$ cat config.mk
export PLATFORM = sky130hd
export DESIGN_NAME = i3c_wrapper
export DESIGN_NICKNAME = d
export VERILOG_FILES = /design/src/source/i3c_pkg.sv /design/src/source/i3c_csr_frontend.sv /design/src/source/i3c_table_ram.sv /design/src/source/i3c_addr_serializer.sv /design/src/source/i3c_wrapper.sv
export SDC_FILE = /design/constraint.sdc
export NUM_CORES = 1
export LEC_CHECK = 0
export ABC_AREA = 0
export BUFFER_PORTS_ARGS = -buffer_cell sky130_fd_sc_hd__clkbuf_2
export CAP_MARGIN = 10
export CORE_MARGIN = 1.5
export CORE_UTILIZATION = 55
export CTS_CLUSTER_SIZE = 14
export DETAILED_ROUTE_END_ITERATION = 10
export GPL_TIMING_DRIVEN = 0
export PLACE_DENSITY = 0.79
export SLEW_MARGIN = 20
export SYNTH_ARGS = -nofsm -noshare
export SYNTH_HDL_FRONTEND = slang
export SYNTH_SLANG_ARGS = --single-unit
export TNS_END_PERCENT = 1
$ cat constraint.sdc
create_clock -name clk_i -period 6.2 [get_ports clk_i]
set_input_delay 0.93 -clock clk_i [delete_from_list [all_inputs] [get_ports clk_i]]
set_output_delay 0.93 -clock clk_i [all_outputs]
set_load 0.03 [all_outputs]
$ cat src/source/i3c_pkg.sv
// Shared widths, register map and bus structs for the I3C controller subsystem; import where needed
package i3c_pkg;

    // Table and bus timing sizes
    localparam int unsigned DatDepth   = 16;
    localparam int unsigned DatAw      = 4;
    localparam int unsigned SclHalfDiv = 4;
    localparam int unsigned SlotCycles = 2 * SclHalfDiv;
    localparam int unsigned SlotCntW   = $clog2(SlotCycles);
    localparam int unsigned FrameBits  = 8;
    localparam int unsigned BitCntW    = $clog2(FrameBits);

    typedef logic [7:0]       csr_addr_t;
    typedef logic [31:0]      csr_data_t;
    typedef logic [DatAw-1:0] dat_idx_t;
    typedef logic [6:0]       dyn_addr_t;

    // Register map
    localparam csr_addr_t CsrAddrCmd     = 8'h04;
    localparam csr_addr_t CsrAddrStatus  = 8'h08;
    localparam csr_addr_t CsrAddrDatBase = 8'h40;

    // Field positions in the command and status registers
    localparam int unsigned CmdRnwBit   = 8;
    localparam int unsigned StatDoneBit = 0;
    localparam int unsigned StatNackBit = 1;
    localparam int unsigned StatDropBit = 2;
    localparam int unsigned StatBusyBit = 3;

    // One device address table word, dyn_addr in the low bits
    typedef struct packed {
        logic [23:0] reserved;
        logic        push_pull;
        dyn_addr_t   dyn_addr;
    } dat_entry_t;

    typedef struct packed {
        logic      req;
        logic      write;
        dat_idx_t  addr;
        csr_data_t wdata;
    } table_req_t;

    typedef struct packed {
        logic      rvalid;
        csr_data_t rdata;
    } table_rsp_t;

    typedef struct packed {
        logic       start;
        logic       rnw;
        dat_entry_t entry;
    } xfer_cmd_t;

    typedef struct packed {
        logic busy;
        logic done;
        logic nack;
    } xfer_stat_t;

    typedef enum logic [2:0] {IDLE, START, BITS, ACK, STOP} ser_state_e;

endpackage

$ cat src/source/i3c_csr_frontend.sv
// Register front end: decodes host accesses, owns the table RAM port and launches address frames
`timescale 1ns/1ps

module i3c_csr_frontend import i3c_pkg::*; (
    input  logic       clk_i,
    input  logic       rst_n_i,
    input  logic       csr_req_i,
    input  logic       csr_we_i,
    input  csr_addr_t  csr_addr_i,
    input  csr_data_t  csr_wdata_i,
    output csr_data_t  csr_rdata_o,
    output table_req_t table_req_o,
    input  table_rsp_t table_rsp_i,
    output xfer_cmd_t  cmd_o,
    input  xfer_stat_t stat_i,
    output logic       irq_o
);

    logic      dat_hit;
    logic      dat_sel;
    logic      cmd_wr;
    logic      cmd_accept;
    logic      cmd_drop;
    logic      stat_wr;
    logic      fetch_q;
    logic      host_rd_q;
    logic      rnw_q;
    logic      done_q;
    logic      nack_q;
    logic      drop_q;
    csr_data_t status_word;
    csr_data_t rd_mux;
    csr_data_t rdata_q;

    // Table window is 0x40..0x7C, word aligned
    assign dat_hit = (csr_addr_i[7:DatAw+2] == CsrAddrDatBase[7:DatAw+2]) &&
                     (csr_addr_i[1:0] == 2'b00);
    assign dat_sel = csr_req_i && dat_hit;
    assign cmd_wr  = csr_req_i && csr_we_i && (csr_addr_i == CsrAddrCmd);
    assign stat_wr = csr_req_i && csr_we_i && (csr_addr_i == CsrAddrStatus);

    // A fetch in flight counts as busy until the serializer takes over
    assign cmd_drop   = cmd_wr && (stat_i.busy || fetch_q);
    assign cmd_accept = cmd_wr && !cmd_drop;

    always_comb begin
        table_req_o       = '0;
        table_req_o.wdata = csr_wdata_i;
        if (cmd_accept) begin
            table_req_o.req  = 1'b1;
            table_req_o.addr = csr_wdata_i[DatAw-1:0];
        end else if (dat_sel) begin
            table_req_o.req   = 1'b1;
            table_req_o.write = csr_we_i;
            table_req_o.addr  = csr_addr_i[DatAw+1:2];
        end
    end

    // Fetched entry goes straight to the serializer
    assign cmd_o.start = fetch_q && table_rsp_i.rvalid;
    assign cmd_o.rnw   = rnw_q;
    assign cmd_o.entry = dat_entry_t'(table_rsp_i.rdata);

    always_comb begin
        status_word              = '0;
        status_word[StatDoneBit] = done_q;
        status_word[StatNackBit] = nack_q;
        status_word[StatDropBit] = drop_q;
        status_word[StatBusyBit] = stat_i.busy;
    end

    assign rd_mux = (csr_addr_i == CsrAddrStatus) ? status_word : '0;

    always_ff @(posedge clk_i) begin
        if (cmd_accept) begin
            rnw_q <= csr_wdata_i[CmdRnwBit];
        end
    end

    always_ff @(posedge clk_i or negedge rst_n_i) begin
        if (!rst_n_i) begin
            fetch_q   <= 1'b0;
            host_rd_q <= 1'b0;
            done_q    <= 1'b0;
            nack_q    <= 1'b0;
            drop_q    <= 1'b0;
            rdata_q   <= '0;
        end else begin
            fetch_q   <= cmd_accept;
            host_rd_q <= dat_sel && !csr_we_i;
            // Set wins over a W1C in the same cycle
            done_q <= (done_q && !(stat_wr && csr_wdata_i[StatDoneBit])) || stat_i.done;
            nack_q <= (nack_q && !(stat_wr && csr_wdata_i[StatNackBit])) ||
                      (stat_i.done && stat_i.nack);
            drop_q <= (drop_q && !(stat_wr && csr_wdata_i[StatDropBit])) || cmd_drop;
            if (csr_req_i && !csr_we_i && !dat_hit) begin
                rdata_q <= rd_mux;
            end else if (host_rd_q && table_rsp_i.rvalid) begin
                rdata_q <= table_rsp_i.rdata;
            end
        end
    end

    // Table data shows in its first cycle, then is held in rdata_q
    assign csr_rdata_o = (host_rd_q && table_rsp_i.rvalid) ? table_rsp_i.rdata : rdata_q;
    assign irq_o       = done_q;

endmodule

$ cat src/source/i3c_table_ram.sv
// Single-port device address table with one-cycle registered read, driven by the CSR front end
`timescale 1ns/1ps

module i3c_table_ram import i3c_pkg::*; (
    input  logic       clk_i,
    input  logic       rst_n_i,
    input  table_req_t req_i,
    output table_rsp_t rsp_o
);

    csr_data_t mem_q [DatDepth];
    csr_data_t rdata_q;
    logic      rvalid_q;

    // Storage and read port
    always_ff @(posedge clk_i) begin
        if (req_i.req) begin
            if (req_i.write) begin
                mem_q[req_i.addr] <= req_i.wdata;
            end else begin
                rdata_q <= mem_q[req_i.addr];
            end
        end
    end

    always_ff @(posedge clk_i or negedge rst_n_i) begin
        if (!rst_n_i) begin
            rvalid_q <= 1'b0;
        end else begin
            rvalid_q <= req_i.req && !req_i.write;
        end
    end

    assign rsp_o.rvalid = rvalid_q;
    assign rsp_o.rdata  = rdata_q;

endmodule

$ cat src/source/i3c_addr_serializer.sv
// Address frame engine: START, 7-bit address plus RnW, ACK sample and STOP on SCL/SDA
`timescale 1ns/1ps

module i3c_addr_serializer import i3c_pkg::*; (
    input  logic       clk_i,
    input  logic       rst_n_i,
    input  xfer_cmd_t  cmd_i,
    output xfer_stat_t stat_o,
    output logic       scl_o,
    output logic       sda_o,
    input  logic       sda_i,
    output logic       sel_od_pp_o
);

    ser_state_e           state_q;
    logic [SlotCntW-1:0]  cnt_q;
    logic [BitCntW-1:0]   bit_q;
    logic [FrameBits-1:0] shift_q;
    logic                 pp_q;
    logic                 nack_q;
    logic                 slot_end;
    logic                 scl_high;
    logic                 launch;

    assign slot_end = (cnt_q == SlotCntW'(SlotCycles - 1));
    // Second half of a slot
    assign scl_high = (cnt_q >= SlotCntW'(SclHalfDiv));
    assign launch   = (state_q == IDLE) && cmd_i.start;

    always_ff @(posedge clk_i or negedge rst_n_i) begin
        if (!rst_n_i) begin
            state_q <= IDLE;
            cnt_q   <= '0;
            bit_q   <= '0;
        end else begin
            if (state_q != IDLE) begin
                cnt_q <= slot_end ? '0 : cnt_q + 1'b1;
            end
            case (state_q)
                IDLE: begin
                    if (launch) begin
                        state_q <= START;
                        cnt_q   <= '0;
                    end
                end
                START: begin
                    if (slot_end) begin
                        state_q <= BITS;
                        bit_q   <= '0;
                    end
                end
                BITS: begin
                    if (slot_end) begin
                        bit_q <= bit_q + 1'b1;
                        if (bit_q == BitCntW'(FrameBits - 1)) begin
                            state_q <= ACK;
                        end
                    end
                end
                ACK: begin
                    if (slot_end) begin
                        state_q <= STOP;
                    end
                end
                STOP: begin
                    if (slot_end) begin
                        state_q <= IDLE;
                    end
                end
                default: state_q <= IDLE;
            endcase
        end
    end

    // Frame payload, MSB first
    always_ff @(posedge clk_i) begin
        if (launch) begin
            shift_q <= {cmd_i.entry.dyn_addr, cmd_i.rnw};
            pp_q    <= cmd_i.entry.push_pull;
        end else if ((state_q == BITS) && slot_end) begin
            shift_q <= {shift_q[FrameBits-2:0], 1'b0};
        end
        // First cycle after SCL rises in the ACK slot
        if ((state_q == ACK) && (cnt_q == SlotCntW'(SclHalfDiv))) begin
            nack_q <= sda_i;
        end
    end

    always_comb begin
        scl_o = 1'b1;
        sda_o = 1'b1;
        case (state_q)
            // SDA falls while SCL stays high
            START: sda_o = !scl_high;
            BITS: begin
                scl_o = scl_high;
                sda_o = shift_q[FrameBits-1];
            end
            // SDA released for the target
            ACK:  scl_o = scl_high;
            STOP: begin
                scl_o = scl_high;
                sda_o = (cnt_q >= SlotCntW'(SclHalfDiv + SclHalfDiv / 2));
            end
            default: begin
                scl_o = 1'b1;
                sda_o = 1'b1;
            end
        endcase
    end

    assign sel_od_pp_o = (state_q == BITS) && pp_q;

    assign stat_o.busy = (state_q != IDLE);
    assign stat_o.done = (state_q == STOP) && slot_end;
    assign stat_o.nack = nack_q;

endmodule

$ cat src/source/i3c_wrapper.sv
// Top level of the I3C controller subsystem: CSR front end, address table and frame serializer
`timescale 1ns/1ps

module i3c_wrapper import i3c_pkg::*; (
    input  logic      clk_i,
    input  logic      rst_n_i,

    // Host register bus
    input  logic      csr_req_i,
    input  logic      csr_we_i,
    input  csr_addr_t csr_addr_i,
    input  csr_data_t csr_wdata_i,
    output csr_data_t csr_rdata_o,

    // I3C pads
    input  logic      scl_i,
    input  logic      sda_i,
    output logic      scl_o,
    output logic      sda_o,
    output logic      sda_oe_o,
    output logic      sel_od_pp_o,

    output logic      irq_o
);

    table_req_t table_req;
    table_rsp_t table_rsp;
    xfer_cmd_t  xfer_cmd;
    xfer_stat_t xfer_stat;

    i3c_csr_frontend u_csr_frontend (
        .clk_i,
        .rst_n_i,
        .csr_req_i,
        .csr_we_i,
        .csr_addr_i,
        .csr_wdata_i,
        .csr_rdata_o,
        .table_req_o (table_req),
        .table_rsp_i (table_rsp),
        .cmd_o       (xfer_cmd),
        .stat_i      (xfer_stat),
        .irq_o
    );

    i3c_table_ram u_table_ram (
        .clk_i,
        .rst_n_i,
        .req_i (table_req),
        .rsp_o (table_rsp)
    );

    i3c_addr_serializer u_addr_serializer (
        .clk_i,
        .rst_n_i,
        .cmd_i       (xfer_cmd),
        .stat_o      (xfer_stat),
        .scl_o,
        .sda_o,
        .sda_i,
        .sel_od_pp_o
    );

    // Pad enable: push-pull drives both levels, open drain only pulls low
    // scl_i is reserved for clock stretching and not looked at yet
    assign sda_oe_o = sel_od_pp_o || !sda_o;

endmodule

==> flow_metrics.env <==
export IMPL_period_minus_slack_ns=4.307
export IMPL_regArea_sq_um=17840
export IMPL_vias=14300
export IMPL_clockBufferDepth=3
export IMPL_die_w_um=210.3
export IMPL_synth_top_area_cell="edfxtp_1"
export IMPL_finalHoldWorstSlack_ns=0.3938
export IMPL_clock_sinks=602
export IMPL_clkLatencyLatePin_ns=0.63
export IMPL_synth_avg_cell_area_sq_um=16.40
export IMPL_fin_crit_sh=0.6947
export IMPL_netlist_area_sq_um=23640
export IMPL_wl_met3_um=5826
export IMPL_syn_nets=1492
export IMPL_peakVddDrop_mv=0.2229
export IMPL_wl_um=59230
export IMPL_fillers=2727
export IMPL_syn_to_final_growth_pct=15.15
export IMPL_multi_input_area_sq_um=5370
export IMPL_slew_limit_headroom=0.2614
export IMPL_cts_buffers=56
export IMPL_nets=1674
export IMPL_drcViolationCount=0
export IMPL_mostFrequentLayoutCell="edfxtp_1"
export IMPL_drv_cap=0
export IMPL_grt_pass1_wl_um=87560
export IMPL_synth_cells=1441
export IMPL_synthFlopType="edfxtp_1"
export IMPL_critPathMaxStageDelay_ns=0.71
export IMPL_hp_class="in -> async"
export IMPL_core_area_sq_um=42130
export IMPL_status="finished, final reports clean"
export IMPL_layout_cells_non_filler=2211
export IMPL_path_max_fanout=18
export IMPL_port_buffers=80
export IMPL_ys_ff_latch=602
export IMPL_synth_area_leaders="edfxtp_1 71%, mux2i_1 6.8%, dfrtp_1 5.0%"
export IMPL_p_leak_nw=10.31
export IMPL_place_congestion=0.8483
export IMPL_rows=75
export IMPL_synth_edff_count=555
export IMPL_cp_data_required_time_ns=6.51
export IMPL_viasPerCell=6.466
export IMPL_start_util=0.5610
export IMPL_yosysSeqAreaShare=0.7548
export IMPL_final_area_sq_um=27220
export IMPL_cp_end_kind="flop"
export IMPL_htreeDepth=2
export IMPL_antenna_found_initial=1
export IMPL_post_cts_buffers=0
export IMPL_drive_above_1_share=0.1862
export IMPL_critPathLaunchType="input pin"
export IMPL_finalHoldViolations=0
export IMPL_dp_hpwl_um=38840
export IMPL_setup_viol=0
export IMPL_place_inst=2104
export IMPL_worstPathArrival_ns=4.62
export IMPL_rrSetupSlack_ns=1.94
export IMPL_max_freq_mhz=232.2
export IMPL_cp_common_cell="nor2_4"
export IMPL_layout_common_cells="555 x edfxtp_1, 160 x mux2i_1, 119 x nand2_1"
export IMPL_cts_root_buf="clkbuf_16"
export IMPL_cts_repair_resized=0
export IMPL_dr_wl_met2_um=28700
export IMPL_met1_length_um=22350
export IMPL_grt_pass1_vias=14300
export IMPL_drt_iter0_markers=2004
export IMPL_grt_max_degree=48
export IMPL_yosysUniqueCellTypes=53
export IMPL_drt_pass1_iterations=5
export IMPL_final_setup_skew_ns=0.02691
export IMPL_dieArea_sq_um=44230
export IMPL_antenna_left=0
export IMPL_worst_path_max_delay_cell="nor2_4"
export IMPL_highest_layer="met4"
export IMPL_fp_dieH_um=210.3
export IMPL_overflow=0
export IMPL_grt_use_total=0.2709
export IMPL_place_area_sq_um=25430
export IMPL_path_class="in -> reg"
export IMPL_worstMarginPinSlew_ns=1.108
export IMPL_powerDensity_nw_per_um2=290.8
export IMPL_avgRoutedWirePerCell_um=26.79
export IMPL_cts_tree="done"
export IMPL_drv_slew=0
export IMPL_synth_top_area_frac=0.7051
export IMPL_cp_cell_sequence="clkbuf_2 -> nor4b_1 -> and4_1 -> buf_4 -> nor2_4 -> buf_2 -> buf_6 -> clkbuf_1 -> nand2_1 -> nor2_4 -> buf_16"
export IMPL_grt_setup_unrepaired="false"
export IMPL_ios=83
export IMPL_async_reset_ff_frac=0.07807
export IMPL_cts_reportedPaths_clkPinSlew_ns=0.06
export IMPL_cts_hold_buf=0
export IMPL_ys_warnings_count=0
metal layers:
layer,GRT usage,up-vias
met5,0,-
met4,0.1149,0
met3,0.06108,167
met2,0.4437,892
met1,0.3517,7176
li1,-,6062
worst paths after layout:
kind / from / end / cells past startpoint
max in group asynchronous: rst_n_i / u_csr_frontend.rdata_q[20]$_DFF_PN0_ / 1
max: csr_wdata_i[0] / u_table_ram.mem_q[12][23]$_DFFE_PP_ / 11
min: rst_n_i / u_csr_frontend.rdata_q[2]$_DFF_PN0_ / 1
max reg2reg: u_addr_serializer.state_q[1]$_DFFE_PN0P_ / u_table_ram.mem_q[13][24]$_DFFE_PP_ / 8
min reg2reg: u_table_ram.rdata_q[7]$_DFFE_PP_ / u_addr_serializer.pp_q$_DFFE_PP_ / 0
min in group clk_i: u_table_ram.rdata_q[7]$_DFFE_PP_ / u_addr_serializer.pp_q$_DFFE_PP_ / 0
cell families (layout without fill, tap and decap cells):
group                      Yosys count  in the layout  share of synthesized area
AOI/OAI and AO/OA                  282            282                    0.07882
xor gates and xnor gates             1              1                  0.0003706
adders and majority gates            5              5                   0.002647
buffers and inverters              106            335                    0.02308
DFF                                602            602                     0.7548
muxes                              202            202                    0.08776
other                                0              2                          0
and+or+nand+nor                    243            243                    0.05251
critical path, delay by kind of cell:
kind                   cells  cell delay (ns)
buffers and inverters      6             1.82
AND/OR/NAND/NOR            5             1.82
cell type report:
cell class	count	share of cell area
repair buffers	124	0.03668
diodes	2	0.0001839
well taps	539	0.02478
plain buffers	95	0.01853
inverters	11	0.001517
multi-input cells	733	0.1973
flip-flops and latches	602	0.6555
clock buffers	79	0.05723
clock inverters	26	0.008274
cells in the mapped netlist, drive strengths merged, types with 3 or more instances:
library cell and instances:
nand4 5, nor4b 3, nand2 119, nor2 24, and2 4, a2111oi 6, inv 11, buf 52
a21oi 78, or4 26, nor2b 4, o22ai 80, nor4 5, or4b 6, dfrtp 47, o31a 27
or2 5, nand3 23, clkbuf 43, ha 5, mux2i 160, nand2b 6, o21ai 28, nor3 6
a221oi 32, a211oi 19, edfxtp 555, mux2 42
registers in the layout, indices dropped and copies added (netlist names):
signal                     cells
u_addr_serializer.bit_q        3
u_addr_serializer.cnt_q        3
u_addr_serializer.nack_q       1
u_addr_serializer.pp_q         1
u_addr_serializer.shift_q      8
u_addr_serializer.state_q      3
u_csr_frontend.drop_q          1
u_csr_frontend.fetch_q         1
u_csr_frontend.host_rd_q       1
u_csr_frontend.irq_o           1
u_csr_frontend.nack_q          1
u_csr_frontend.rdata_q        32
u_csr_frontend.rnw_q           1
u_table_ram.mem_q            512
u_table_ram.rdata_q           32
u_table_ram.rvalid_q           1
per-stage QoR:
step / util / setup TNS, ns / setup slack [ns] / power (mW)
floorplan: - / 0 / 0.3707 / 4.573
global placement: 0.5865 / -505.19 / -3.857 / 4.657
detailed placement: 0.6034 / 0 / 1.396 / 4.667
CTS: 0.6458 / 0 / 2.016 / 7.928
global route: 0.6459 / 0 / 1.814 / 8.088
finish: 0.6460 / 0 / 1.893 / 7.916
power by group:
part	internal, mW	total, mW	switching [mW]
Combinational	0.0350	0.149	0.114
Clock	1.87	3.33	1.46
Sequential	4.43	4.44	0.00122
No activity file was read; power rests on OpenSTA's default activity.
